$ cat src/source/rv_pkg.sv
package rv_pkg;

    localparam int XLEN       = 32;
    localparam int REG_ADDR_W = 5;

    typedef logic [XLEN-1:0]       word_t;
    typedef logic [REG_ADDR_W-1:0] reg_addr_t;

    // Major opcodes of the supported subset
    typedef enum logic [6:0] {
        op_lui   = 7'b0110111,
        op_imm   = 7'b0010011,
        op_reg   = 7'b0110011,
        op_load  = 7'b0000011,
        op_store = 7'b0100011
    } opcode_t;

    typedef enum logic [3:0] {
        alu_add,
        alu_sub,
        alu_sll,
        alu_slt,
        alu_sltu,
        alu_xor,
        alu_srl,
        alu_sra,
        alu_or,
        alu_and
    } alu_op_t;

    // funct3 of loads and stores
    typedef enum logic [2:0] {
        mem_b  = 3'b000,
        mem_h  = 3'b001,
        mem_w  = 3'b010,
        mem_bu = 3'b100,
        mem_hu = 3'b101
    } mem_size_t;

    // funct3 of the ALU groups
    localparam logic [2:0] F3_ADD_SUB = 3'b000;
    localparam logic [2:0] F3_SLL     = 3'b001;
    localparam logic [2:0] F3_SLT     = 3'b010;
    localparam logic [2:0] F3_SLTU    = 3'b011;
    localparam logic [2:0] F3_XOR     = 3'b100;
    localparam logic [2:0] F3_SRL_SRA = 3'b101;
    localparam logic [2:0] F3_OR      = 3'b110;
    localparam logic [2:0] F3_AND     = 3'b111;

    // Selects sub and sra
    localparam logic [6:0] F7_ALT = 7'b0100000;

    // R-type and I-type view
    typedef struct packed {
        logic [6:0] funct7;
        reg_addr_t  rs2;
        reg_addr_t  rs1;
        logic [2:0] funct3;
        reg_addr_t  rd;
        logic [6:0] opcode;
    } ri_fmt_t;

    // S-type view, also holds the upper immediate of U-type
    typedef struct packed {
        logic [6:0] imm_hi;
        reg_addr_t  rs2;
        reg_addr_t  rs1;
        logic [2:0] funct3;
        logic [4:0] imm_lo;
        logic [6:0] opcode;
    } su_fmt_t;

    typedef union packed {
        ri_fmt_t ri;
        su_fmt_t su;
    } instr_u;

    // All zero is a bubble
    typedef struct packed {
        alu_op_t   alu_op;
        logic      b_sel_imm;
        logic      a_sel_zero;
        logic      mem_read;
        logic      mem_write;
        mem_size_t mem_size;
        logic      reg_write;
    } ctrl_t;

    // addi x0, x0, 0
    localparam word_t NOP_INSTR = 32'h0000_0013;

endpackage

$ cat src/source/ex_mem_if.sv
`timescale 1ns/1ns

interface ex_mem_if
    import rv_pkg::*;
();

    logic      reg_write;
    logic      mem_read;
    logic      mem_write;
    mem_size_t mem_size;
    reg_addr_t rd;
    // ALU result or data address
    word_t     result;
    // Forwarded rs2 for stores
    word_t     store_data;

    modport exec (
        output reg_write, mem_read, mem_write, mem_size, rd, result, store_data
    );

    modport mem (
        input reg_write, mem_read, mem_write, mem_size, rd, result, store_data
    );

endinterface

$ cat src/source/fetch_stage.sv
`timescale 1ns/1ns

module fetch_stage
    import rv_pkg::*;
(
    input  logic   clk,
    input  logic   i_rst,
    input  logic   i_hold,
    input  logic   i_data_busy,
    input  logic   i_instr_resp,
    input  word_t  i_instr_rdata,
    output logic   o_instr_read,
    output word_t  o_instr_addr,
    output logic   o_freeze,
    output instr_u o_instr
);

    word_t pc;
    logic  instr_done;
    word_t instr_buf;

    assign o_instr_addr = pc;
    // No new request once this PC has been fetched during a data-side freeze
    assign o_instr_read = !i_hold && !instr_done;
    assign o_freeze     = (o_instr_read && !i_instr_resp) || i_data_busy;

    always_ff @(posedge clk) begin
        if (i_rst) begin
            pc         <= '0;
            instr_done <= 1'b0;
            o_instr    <= NOP_INSTR;
        end else if (!o_freeze) begin
            instr_done <= 1'b0;
            if (!i_hold) begin
                pc      <= pc + 'd4;
                o_instr <= instr_done ? instr_buf : i_instr_rdata;
            end
        end else if (o_instr_read && i_instr_resp) begin
            // Fetched while the data bus still waits
            instr_done <= 1'b1;
        end
    end

    // Keeps the fetched word once the transfer is done
    always_ff @(posedge clk) begin
        if (!instr_done)
            instr_buf <= i_instr_rdata;
    end

endmodule

$ cat src/source/decode_stage.sv
`timescale 1ns/1ns

module decode_stage
    import rv_pkg::*;
(
    input  logic      clk,
    input  logic      i_rst,
    input  logic      i_freeze,
    input  instr_u    i_instr,
    input  word_t     i_rs1_data,
    input  word_t     i_rs2_data,
    output reg_addr_t o_rs1,
    output reg_addr_t o_rs2,
    output logic      o_hold,
    output ctrl_t     o_ctrl,
    output reg_addr_t o_rd,
    output reg_addr_t o_rs1_idx,
    output reg_addr_t o_rs2_idx,
    output word_t     o_op_a,
    output word_t     o_op_b,
    output word_t     o_imm
);

    opcode_t   opcode;
    ctrl_t     ctrl_d;
    word_t     imm_d;
    reg_addr_t rs1_d;
    reg_addr_t rs2_d;
    logic      load_use;

    function automatic alu_op_t alu_decode(logic [2:0] funct3, logic alt);
        alu_op_t op;
        case (funct3)
            F3_ADD_SUB: op = alt ? alu_sub : alu_add;
            F3_SLL:     op = alu_sll;
            F3_SLT:     op = alu_slt;
            F3_SLTU:    op = alu_sltu;
            F3_XOR:     op = alu_xor;
            F3_SRL_SRA: op = alt ? alu_sra : alu_srl;
            F3_OR:      op = alu_or;
            F3_AND:     op = alu_and;
            default:    op = alu_add;
        endcase
        return op;
    endfunction

    assign opcode = opcode_t'(i_instr.ri.opcode);

    // Unused sources stay at x0 so they never match a hazard
    always_comb begin
        ctrl_d = '0;
        imm_d  = '0;
        rs1_d  = '0;
        rs2_d  = '0;
        case (opcode)
            op_lui: begin
                ctrl_d.a_sel_zero = 1'b1;
                ctrl_d.b_sel_imm  = 1'b1;
                ctrl_d.reg_write  = 1'b1;
                imm_d = {i_instr.su.imm_hi, i_instr.su.rs2, i_instr.su.rs1,
                         i_instr.su.funct3, 12'b0};
            end
            op_imm: begin
                // Only the shifts read bit 30 as a function bit
                ctrl_d.alu_op    = alu_decode(i_instr.ri.funct3,
                    i_instr.ri.funct3 == F3_SRL_SRA && i_instr.ri.funct7 == F7_ALT);
                ctrl_d.b_sel_imm = 1'b1;
                ctrl_d.reg_write = 1'b1;
                imm_d = {{20{i_instr.ri.funct7[6]}}, i_instr.ri.funct7, i_instr.ri.rs2};
                rs1_d = i_instr.ri.rs1;
            end
            op_reg: begin
                ctrl_d.alu_op    = alu_decode(i_instr.ri.funct3,
                                              i_instr.ri.funct7 == F7_ALT);
                ctrl_d.reg_write = 1'b1;
                rs1_d = i_instr.ri.rs1;
                rs2_d = i_instr.ri.rs2;
            end
            op_load: begin
                ctrl_d.b_sel_imm = 1'b1;
                ctrl_d.mem_read  = 1'b1;
                ctrl_d.mem_size  = mem_size_t'(i_instr.ri.funct3);
                ctrl_d.reg_write = 1'b1;
                imm_d = {{20{i_instr.ri.funct7[6]}}, i_instr.ri.funct7, i_instr.ri.rs2};
                rs1_d = i_instr.ri.rs1;
            end
            op_store: begin
                ctrl_d.b_sel_imm = 1'b1;
                ctrl_d.mem_write = 1'b1;
                ctrl_d.mem_size  = mem_size_t'(i_instr.su.funct3);
                imm_d = {{20{i_instr.su.imm_hi[6]}}, i_instr.su.imm_hi, i_instr.su.imm_lo};
                rs1_d = i_instr.su.rs1;
                rs2_d = i_instr.su.rs2;
            end
            default: ;
        endcase
    end

    assign o_rs1 = rs1_d;
    assign o_rs2 = rs2_d;

    // Load in execute feeding this instruction
    assign load_use = o_ctrl.mem_read && o_rd != '0 && (o_rd == rs1_d || o_rd == rs2_d);
    assign o_hold   = load_use;

    always_ff @(posedge clk) begin
        if (i_rst)
            o_ctrl <= '0;
        else if (!i_freeze)
            o_ctrl <= load_use ? ctrl_t'('0) : ctrl_d;
    end

    always_ff @(posedge clk) begin
        if (!i_freeze) begin
            o_rd      <= i_instr.ri.rd;
            o_rs1_idx <= rs1_d;
            o_rs2_idx <= rs2_d;
            o_op_a    <= i_rs1_data;
            o_op_b    <= i_rs2_data;
            o_imm     <= imm_d;
        end
    end

endmodule

$ cat src/source/regfile.sv
`timescale 1ns/1ns

module regfile
    import rv_pkg::*;
(
    input  logic      clk,
    input  logic      i_rst,
    input  logic      i_we,
    input  reg_addr_t i_rd,
    input  word_t     i_wdata,
    input  reg_addr_t i_rs1,
    input  reg_addr_t i_rs2,
    output word_t     o_rs1_data,
    output word_t     o_rs2_data
);

    word_t regs [1:(1 << REG_ADDR_W) - 1];

    // x0 reads zero, a register being written reads its new value
    function automatic word_t read_port(reg_addr_t idx);
        if (idx == '0)
            return '0;
        if (i_we && idx == i_rd)
            return i_wdata;
        return regs[idx];
    endfunction

    always_ff @(posedge clk) begin
        if (i_rst) begin
            for (int i = 1; i < (1 << REG_ADDR_W); i++)
                regs[i] <= '0;
        end else if (i_we && i_rd != '0) begin
            regs[i_rd] <= i_wdata;
        end
    end

    always_comb begin
        o_rs1_data = read_port(i_rs1);
        o_rs2_data = read_port(i_rs2);
    end

endmodule

$ cat src/source/execute_stage.sv
`timescale 1ns/1ns

module execute_stage
    import rv_pkg::*;
(
    input  logic      clk,
    input  logic      i_rst,
    input  logic      i_freeze,
    input  ctrl_t     i_ctrl,
    input  reg_addr_t i_rd,
    input  reg_addr_t i_rs1_idx,
    input  reg_addr_t i_rs2_idx,
    input  word_t     i_op_a,
    input  word_t     i_op_b,
    input  word_t     i_imm,
    input  logic      i_wb_we,
    input  reg_addr_t i_wb_rd,
    input  word_t     i_wb_data,
    ex_mem_if.exec    em
);

    word_t fwd_a;
    word_t fwd_b;
    word_t alu_a;
    word_t alu_b;
    word_t alu_y;

    // Memory stage first, a load there never reaches here thanks to the bubble
    function automatic word_t forward(reg_addr_t idx, word_t decoded);
        if (idx != '0 && em.reg_write && !em.mem_read && em.rd == idx)
            return em.result;
        if (idx != '0 && i_wb_we && i_wb_rd == idx)
            return i_wb_data;
        return decoded;
    endfunction

    always_comb begin
        fwd_a = forward(i_rs1_idx, i_op_a);
        fwd_b = forward(i_rs2_idx, i_op_b);
    end

    assign alu_a = i_ctrl.a_sel_zero ? '0 : fwd_a;
    assign alu_b = i_ctrl.b_sel_imm ? i_imm : fwd_b;

    always_comb begin
        case (i_ctrl.alu_op)
            alu_add:  alu_y = alu_a + alu_b;
            alu_sub:  alu_y = alu_a - alu_b;
            alu_sll:  alu_y = alu_a << alu_b[4:0];
            alu_slt:  alu_y = {{(XLEN-1){1'b0}}, $signed(alu_a) < $signed(alu_b)};
            alu_sltu: alu_y = {{(XLEN-1){1'b0}}, alu_a < alu_b};
            alu_xor:  alu_y = alu_a ^ alu_b;
            alu_srl:  alu_y = alu_a >> alu_b[4:0];
            alu_sra:  alu_y = $signed(alu_a) >>> alu_b[4:0];
            alu_or:   alu_y = alu_a | alu_b;
            alu_and:  alu_y = alu_a & alu_b;
            default:  alu_y = alu_a + alu_b;
        endcase
    end

    // EX/MEM register
    always_ff @(posedge clk) begin
        if (i_rst) begin
            em.reg_write <= 1'b0;
            em.mem_read  <= 1'b0;
            em.mem_write <= 1'b0;
        end else if (!i_freeze) begin
            em.reg_write <= i_ctrl.reg_write;
            em.mem_read  <= i_ctrl.mem_read;
            em.mem_write <= i_ctrl.mem_write;
        end
    end

    always_ff @(posedge clk) begin
        if (!i_freeze) begin
            em.mem_size   <= i_ctrl.mem_size;
            em.rd         <= i_rd;
            em.result     <= alu_y;
            em.store_data <= fwd_b;
        end
    end

endmodule

$ cat src/source/mem_access.sv
`timescale 1ns/1ns

module mem_access
    import rv_pkg::*;
(
    input  logic       clk,
    input  logic       i_rst,
    input  logic       i_freeze,
    ex_mem_if.mem      em,
    input  logic       i_data_resp,
    input  word_t      i_data_rdata,
    output logic       o_data_read,
    output logic       o_data_write,
    output logic       o_data_busy,
    output word_t      o_data_addr,
    output word_t      o_data_wdata,
    output logic [3:0] o_data_mbe,
    output logic       o_wb_we,
    output reg_addr_t  o_wb_rd,
    output word_t      o_wb_data
);

    logic       data_done;
    word_t      rdata_buf;
    logic [1:0] offset;
    logic       wb_load;
    word_t      wb_result;
    word_t      wb_rdata;
    logic [1:0] wb_offset;
    mem_size_t  wb_size;
    word_t      lane;
    word_t      load_data;

    assign offset = em.result[1:0];

    // Request drops once served, even if the pipeline is still frozen
    assign o_data_read  = em.mem_read && !data_done;
    assign o_data_write = em.mem_write && !data_done;
    assign o_data_addr  = {em.result[XLEN-1:2], 2'b00};
    assign o_data_wdata = em.store_data << {offset, 3'b000};
    assign o_data_busy  = (o_data_read || o_data_write) && !i_data_resp;

    always_comb begin
        case (em.mem_size)
            mem_b, mem_bu: o_data_mbe = 4'b0001 << offset;
            mem_h, mem_hu: o_data_mbe = 4'b0011 << offset;
            default:       o_data_mbe = 4'b1111;
        endcase
    end

    always_ff @(posedge clk) begin
        if (i_rst)
            data_done <= 1'b0;
        else if (!i_freeze)
            data_done <= 1'b0;
        else if ((o_data_read || o_data_write) && i_data_resp)
            data_done <= 1'b1;
    end

    always_ff @(posedge clk) begin
        if (!data_done)
            rdata_buf <= i_data_rdata;
    end

    // MEM/WB register
    always_ff @(posedge clk) begin
        if (i_rst) begin
            o_wb_we <= 1'b0;
            wb_load <= 1'b0;
        end else if (!i_freeze) begin
            o_wb_we <= em.reg_write;
            wb_load <= em.mem_read;
        end
    end

    always_ff @(posedge clk) begin
        if (!i_freeze) begin
            o_wb_rd   <= em.rd;
            wb_result <= em.result;
            wb_rdata  <= data_done ? rdata_buf : i_data_rdata;
            wb_offset <= offset;
            wb_size   <= em.mem_size;
        end
    end

    // Addressed byte or halfword moved down to bit 0
    assign lane = wb_rdata >> {wb_offset, 3'b000};

    always_comb begin
        case (wb_size)
            mem_b:   load_data = {{24{lane[7]}}, lane[7:0]};
            mem_bu:  load_data = {24'b0, lane[7:0]};
            mem_h:   load_data = {{16{lane[15]}}, lane[15:0]};
            mem_hu:  load_data = {16'b0, lane[15:0]};
            default: load_data = wb_rdata;
        endcase
    end

    assign o_wb_data = wb_load ? load_data : wb_result;

endmodule

$ cat src/source/rv_core.sv
`timescale 1ns/1ns

module rv_core
    import rv_pkg::*;
(
    input  logic       clk,
    input  logic       i_rst,

    // Instruction bus
    output logic       o_instr_read,
    output word_t      o_instr_addr,
    input  word_t      i_instr_rdata,
    input  logic       i_instr_resp,

    // Data bus
    output logic       o_data_read,
    output logic       o_data_write,
    output word_t      o_data_addr,
    output word_t      o_data_wdata,
    output logic [3:0] o_data_mbe,
    input  word_t      i_data_rdata,
    input  logic       i_data_resp
);

    logic      freeze;
    logic      hold;
    logic      data_busy;
    instr_u    instr;
    reg_addr_t rs1;
    reg_addr_t rs2;
    word_t     rs1_data;
    word_t     rs2_data;
    ctrl_t     ctrl;
    reg_addr_t rd;
    reg_addr_t rs1_idx;
    reg_addr_t rs2_idx;
    word_t     op_a;
    word_t     op_b;
    word_t     imm;
    logic      wb_we;
    reg_addr_t wb_rd;
    word_t     wb_data;

    ex_mem_if ex_mem ();

    fetch_stage fetch_inst (
        .clk,
        .i_rst,
        .i_hold        (hold),
        .i_data_busy   (data_busy),
        .i_instr_resp,
        .i_instr_rdata,
        .o_instr_read,
        .o_instr_addr,
        .o_freeze      (freeze),
        .o_instr       (instr)
    );

    decode_stage decode_inst (
        .clk,
        .i_rst,
        .i_freeze   (freeze),
        .i_instr    (instr),
        .i_rs1_data (rs1_data),
        .i_rs2_data (rs2_data),
        .o_rs1      (rs1),
        .o_rs2      (rs2),
        .o_hold     (hold),
        .o_ctrl     (ctrl),
        .o_rd       (rd),
        .o_rs1_idx  (rs1_idx),
        .o_rs2_idx  (rs2_idx),
        .o_op_a     (op_a),
        .o_op_b     (op_b),
        .o_imm      (imm)
    );

    regfile regfile_inst (
        .clk,
        .i_rst,
        .i_we       (wb_we),
        .i_rd       (wb_rd),
        .i_wdata    (wb_data),
        .i_rs1      (rs1),
        .i_rs2      (rs2),
        .o_rs1_data (rs1_data),
        .o_rs2_data (rs2_data)
    );

    execute_stage execute_inst (
        .clk,
        .i_rst,
        .i_freeze  (freeze),
        .i_ctrl    (ctrl),
        .i_rd      (rd),
        .i_rs1_idx (rs1_idx),
        .i_rs2_idx (rs2_idx),
        .i_op_a    (op_a),
        .i_op_b    (op_b),
        .i_imm     (imm),
        .i_wb_we   (wb_we),
        .i_wb_rd   (wb_rd),
        .i_wb_data (wb_data),
        .em        (ex_mem.exec)
    );

    mem_access mem_inst (
        .clk,
        .i_rst,
        .i_freeze     (freeze),
        .em           (ex_mem.mem),
        .i_data_resp,
        .i_data_rdata,
        .o_data_read,
        .o_data_write,
        .o_data_busy  (data_busy),
        .o_data_addr,
        .o_data_wdata,
        .o_data_mbe,
        .o_wb_we      (wb_we),
        .o_wb_rd      (wb_rd),
        .o_wb_data    (wb_data)
    );

endmodule

$ cat config.mk
export PLATFORM = sky130hd
export DESIGN_NAME = rv_core
export DESIGN_NICKNAME = d
export VERILOG_FILES = /design/src/source/rv_pkg.sv /design/src/source/ex_mem_if.sv /design/src/source/fetch_stage.sv /design/src/source/decode_stage.sv /design/src/source/regfile.sv /design/src/source/execute_stage.sv /design/src/source/mem_access.sv /design/src/source/rv_core.sv
export SDC_FILE = /design/constraint.sdc
export NUM_CORES = 2
export LEC_CHECK = 0
export BUFFER_PORTS_ARGS = -buffer_cell sky130_fd_sc_hd__buf_2
export CAP_MARGIN = 20
export CORE_UTILIZATION = 59
export CTS_BUF_LIST = sky130_fd_sc_hd__clkbuf_4 sky130_fd_sc_hd__clkbuf_8
export CTS_CLUSTER_DIAMETER = 30
export DETAILED_ROUTE_END_ITERATION = 6
export GPL_ROUTABILITY_DRIVEN = 1
export GPL_TIMING_DRIVEN = 0
export PLACE_DENSITY = 0.79
export RECOVER_POWER = 25
export SYNTH_ARGS = -nofsm -noshare
export SYNTH_HDL_FRONTEND = slang
export SYNTH_HIERARCHICAL = 1
export SYNTH_SLANG_ARGS = --single-unit
$ cat constraint.sdc
create_clock -name clk -period 6.4 [get_ports clk]
set_input_delay 1.6 -clock clk [delete_from_list [all_inputs] [get_ports clk]]
set_output_delay 1.6 -clock clk [all_outputs]
set_load 0.05 [all_outputs]
==> flow_metrics.tcl <==
set metrics [dict create \
    grt_max_degree 84 \
    max_slew.worst_pin.slew_ns 1.39 \
    global_route.usage.total_pct 56.8 \
    cts.reportedPaths.clkPinSlew_ns 0.07 \
    clockBufferDepth 4 \
    worstSetupEndpointType "register" \
    async_flop_share_pct 0 \
    initial_core_util_pct 59.4 \
    count_of_placed_standard_cells_in_the_final_layout_fillers_left_out 9447 \
    proportion_of_layout_cells_with_a_drive_suffix_above_1_pct 22.7 \
    synth.yosys.warnings 6 \
    timing.slew.headroom_pct 7.57 \
    layout_common_cells "sky130_fd_sc_hd__edfxtp_1 (1279), sky130_fd_sc_hd__and2_1 (1027), sky130_fd_sc_hd__clkbuf_1 (413), sky130_fd_sc_hd__mux4_2 (391), sky130_fd_sc_hd__mux2i_1 (369)" \
    seq_power_share_pct 40.6 \
    core_area_um2 137000 \
    clock_network_fraction_of_total_power_pct 41.8 \
    design.final.nets 7562 \
    netSwitchingPower_mw 8.32 \
    floorplan.io_pins 171 \
    crit_path_cell_trace "buf_6, buf_4, nor3b_2, a21oi_1, o221ai_4, o21ai_4, and4_4, o31ai_4, and2_1, buf_6, inv_2, buf_6, buf_4, ha_1, o21bai_1, a211oi_2, o221ai_4, o211ai_1, buf_4, nand3_1, a21oi_2, o21ai_0, or4_1" \
    cts.sinks 1424 \
    dp_hpwl_um 281000 \
    yosys_most_used_dff "sky130_fd_sc_hd__edfxtp_1" \
    sequential_element_share_of_the_synthesized_area_pct 50.6 \
    timing.critical_path.max_delay_family "compound AO/OA/AOI/OAI gates" \
    leakage_nw 34.3 \
    vias_in_the_first_global_route 68341 \
    skew_ns 0.0976 \
    clock_latency_ns 1.05 \
    port_buffers 166 \
    layout.core_utilization_pct 69.0 \
    setup.reg_to_reg.worst_slack_ns -0.07 \
    rows 136 \
    layout_worst_path_cycle_share_pct 101 \
    criticalPathCategory "register to register" \
    number_of_antenna_violations_at_the_first_check_in_global_routing 32 \
    finalWeightedCongestion 1.12 \
    chipWidth_um 374 \
    power.internal_mw 18.9 \
    layout_stage_area_growth_over_the_synthesis_result_pct 16.1 \
    synth_edf_count 1279 \
    hold_viol 0 \
    tritoncts.num_buffers 318 \
    run_status "complete, but fails checks" \
    r2r-end "execute_inst/em.result[31]" \
    endpoint_with_the_worst_hold_slack "decode_inst/o_ctrl[9]" \
    rr_startpoint "mem_inst/wb_result[1]" \
    slowest_delay_ns 0.58 \
    cts_tree "done" \
    most_common_cell_after_layout_fill_and_taps_aside "sky130_fd_sc_hd__edfxtp_1" \
    h_tree_depth_reported_by_cts 5 \
    worstPathMaxFanout 28 \
    ctsHoldBuffers 0 \
    finalCriticalPeriod_ns 6.47 \
    kind_of_start_point_of_the_critical_path "register" \
    worstHoldStart "decode_inst/o_ctrl[9]" \
    dpl_worst_slack_ns -2.67 \
    dp.cells 8825 \
    synth-seq-cells 1424 \
    hold_depth 2 \
    max-cap-violations 0 \
    post-route-drc-count 129 \
    die_height_um 374 \
    required_ns 7.13 \
    cpMaxStageDelayCell "sky130_fd_sc_hd__or4_1" \
    p_comb_share_pct 17.5 \
    global_route_wire_length_before_repair_um 543000 \
    finalMaxSlewViolations 0 \
    drtIter0Drc 14084 \
    detailroute.via_count 71824 \
    timing.final.ws_setup_ns -0.0660 \
    postSynthAreaPerCell_um2 12.1 \
    final_antenna_net_count 0 \
    setup_viol 2 \
    grt_overflow 0 \
    worstRegToRegCells 23 \
    total_power_per_unit_cell_area_nw_per_um2 287 \
    max_clock_freq_mhz 155 \
    post_synth_inst_count 6738 \
    ir_worst_vdd_mv 0.256 \
    design_area_um2 94700 \
    fp.dieArea_um2 140000 \
    wl_per_cell_um 42.3 \
    failing_checks "design-rule violations, negative setup slack" \
    dp_area_um2 86300 \
    post_synth_instance_area_um2 81600 \
    postRouteWirelength_um 400000 \
    detail_route.first_pass.iterations 7 \
    clock-root-buffer "sky130_fd_sc_hd__clkbuf_8" \
    worst-path-buf-inv 7 \
    vias_per_cell 7.60 \
    worst-endpoint-arrival_ns 7.19 \
    power.share.switching_pct 30.6 \
    post_synth_num_cell_types 109 \
    hp-class "register to register" \
]
power by group through the flow:
| stage | registers [mW] | clock network [mW] | logic (mW) |
|---|---|---|---|
| floorplan | 10.9 | 0 | 2.39 |
| global placement | 11.1 | 0 | 4.03 |
| detailed placement | 11.2 | 0 | 4.21 |
| CTS | 11.0 | 11.3 | 4.33 |
| global route | 11.0 | 11.7 | 4.75 |
| finish | 11.0 | 11.4 | 4.77 |
synthesized netlist by cell type, types with 41 or more instances:
master | instances | area [um^2]
sky130_fd_sc_hd__edfxtp_1 | 1279 | 38400
sky130_fd_sc_hd__and2_1 | 1036 | 6480
sky130_fd_sc_hd__clkbuf_1 | 437 | 1640
sky130_fd_sc_hd__mux4_2 | 391 | 8810
sky130_fd_sc_hd__mux2i_1 | 370 | 3700
sky130_fd_sc_hd__nand2_1 | 352 | 1320
sky130_fd_sc_hd__a21oi_1 | 291 | 1460
sky130_fd_sc_hd__nor2_1 | 272 | 1020
sky130_fd_sc_hd__o21ai_0 | 164 | 821
sky130_fd_sc_hd__a22oi_1 | 147 | 1100
sky130_fd_sc_hd__dfxtp_1 | 145 | 2900
sky130_fd_sc_hd__nand3_1 | 144 | 721
sky130_fd_sc_hd__buf_2 | 121 | 606
sky130_fd_sc_hd__inv_1 | 107 | 402
sky130_fd_sc_hd__ha_1 | 98 | 1230
sky130_fd_sc_hd__mux2_2 | 79 | 890
sky130_fd_sc_hd__nor3_1 | 76 | 380
sky130_fd_sc_hd__o211ai_1 | 73 | 548
sky130_fd_sc_hd__o221ai_1 | 66 | 578
sky130_fd_sc_hd__buf_4 | 63 | 473
sky130_fd_sc_hd__a22o_1 | 57 | 499
sky130_fd_sc_hd__xnor2_1 | 53 | 464
sky130_fd_sc_hd__nor2b_1 | 52 | 325
sky130_fd_sc_hd__nand4_1 | 51 | 319
sky130_fd_sc_hd__o22ai_1 | 48 | 300
sky130_fd_sc_hd__a211oi_1 | 42 | 315
sky130_fd_sc_hd__or2_2 | 41 | 257
registers in the layout (all words and copies together), names as in the netlist, 12 cells and up:
| name | count |
|---|---|
| regfile_inst/regs | 1024 |
| decode_inst/o_imm | 32 |
| decode_inst/o_op_a | 32 |
| decode_inst/o_op_b | 32 |
| execute_inst/em.result | 32 |
| execute_inst/em.store_data | 32 |
| fetch_inst/instr_buf | 32 |
| fetch_inst/o_instr | 32 |
| mem_inst/rdata_buf | 32 |
| mem_inst/wb_rdata | 32 |
| mem_inst/wb_result | 32 |
| fetch_inst/o_instr_addr | 30 |
| decode_inst/o_ctrl | 12 |
layer usage:
metal	track usage (%)	vias up	part of all wire, %
met5	4.39	-	0.20
met4	59.1	30	14
met3	25.9	2701	16
met2	81.2	7843	41
met1	60.0	34213	29
li1	-	27037	-
per-stage QoR:
| step | total power, mW | TNS [ns] | hold WS (ns) |
|---|---|---|---|
| after detailed placement | 15.4 | -53.06 | 0.435 |
| after floorplan | 13.3 | 0 | 0.400 |
| final | 27.2 | -0.0966 | 0.457 |
| after global routing | 27.5 | -0.0705 | 0.472 |
| after CTS | 26.6 | -0.0126 | 0.449 |
| after global placement | 15.2 | -135.25 | 0.416 |
worst reg2reg max path: stages (launching register included):
cell and delay [ns]:
sky130_fd_sc_hd__edfxtp_1 0.44, sky130_fd_sc_hd__buf_6 0.18, sky130_fd_sc_hd__buf_4 0.17, sky130_fd_sc_hd__nor3b_2 0.16, sky130_fd_sc_hd__a21oi_1 0.33, sky130_fd_sc_hd__o221ai_4 0.20
sky130_fd_sc_hd__o21ai_4 0.28, sky130_fd_sc_hd__and4_4 0.38, sky130_fd_sc_hd__o31ai_4 0.12, sky130_fd_sc_hd__and2_1 0.21, sky130_fd_sc_hd__buf_6 0.16, sky130_fd_sc_hd__inv_2 0.09
sky130_fd_sc_hd__buf_6 0.16, sky130_fd_sc_hd__buf_4 0.38, sky130_fd_sc_hd__ha_1 0.46, sky130_fd_sc_hd__o21bai_1 0.23, sky130_fd_sc_hd__a211oi_2 0.50, sky130_fd_sc_hd__o221ai_4 0.24
sky130_fd_sc_hd__o211ai_1 0.21, sky130_fd_sc_hd__buf_4 0.18, sky130_fd_sc_hd__nand3_1 0.13, sky130_fd_sc_hd__a21oi_2 0.24, sky130_fd_sc_hd__o21ai_0 0.15, sky130_fd_sc_hd__or4_1 0.58
worst max-delay path by stage:
stage / start / endpoint / cells after the start
detailed placement: mem_inst/wb_result[1] / execute_inst/em.result[31] / 24
global placement: mem_inst/wb_load / execute_inst/em.result[30] / 26
global route: mem_inst/wb_result[1] / execute_inst/em.result[31] / 25
CTS: mem_inst/wb_result[1] / execute_inst/em.result[31] / 21
floorplan: mem_inst/wb_result[1] / execute_inst/em.result[30] / 27
finish: mem_inst/wb_result[1] / execute_inst/em.result[31] / 23
logic make-up (layout without fill, tap and decap cells):
| group | Yosys count | count (layout) | share of synthesized area (%) |
|---|---|---|---|
| multiplexers | 842 | 842 | 16.5 |
| AO/OA/AOI/OAI | 1335 | 1335 | 11.6 |
| XOR/XNOR | 68 | 68 | 0.730 |
| adder cells (fa/ha/maj) | 100 | 100 | 1.55 |
| buffers and inverters | 786 | 1641 | 4.26 |
| flip-flops | 1424 | 1424 | 50.6 |
| other | 3 | 63 | 0.0138 |
| AND/OR/NAND/NOR | 2180 | 2180 | 14.7 |
final cells by class:
class                           instances  area (um^2)
Inverter                              113          438
Multi-Input combinational cell       4561        37900
Sequential cell                      1424        41300
Tap cell                             1794         2240
Clock inverter                        173         2040
Buffer                                655         3110
Timing Repair Buffer                  321         2720
Antenna cell                           27         67.6
Fill cell                            9412        42600
Clock buffer                          379         4930
timing repair:
action | 4_1_cts | 5_1_grt
buffers inserted | 22 | 20
endpoints found under the hold margin | 0 | 0
endpoints found under the setup margin | 32 | 16
gates resized for setup | 115 | 71
pin swaps | 18 | 24
cloned | 0 | 1
Power figures use the tool's default switching activity.
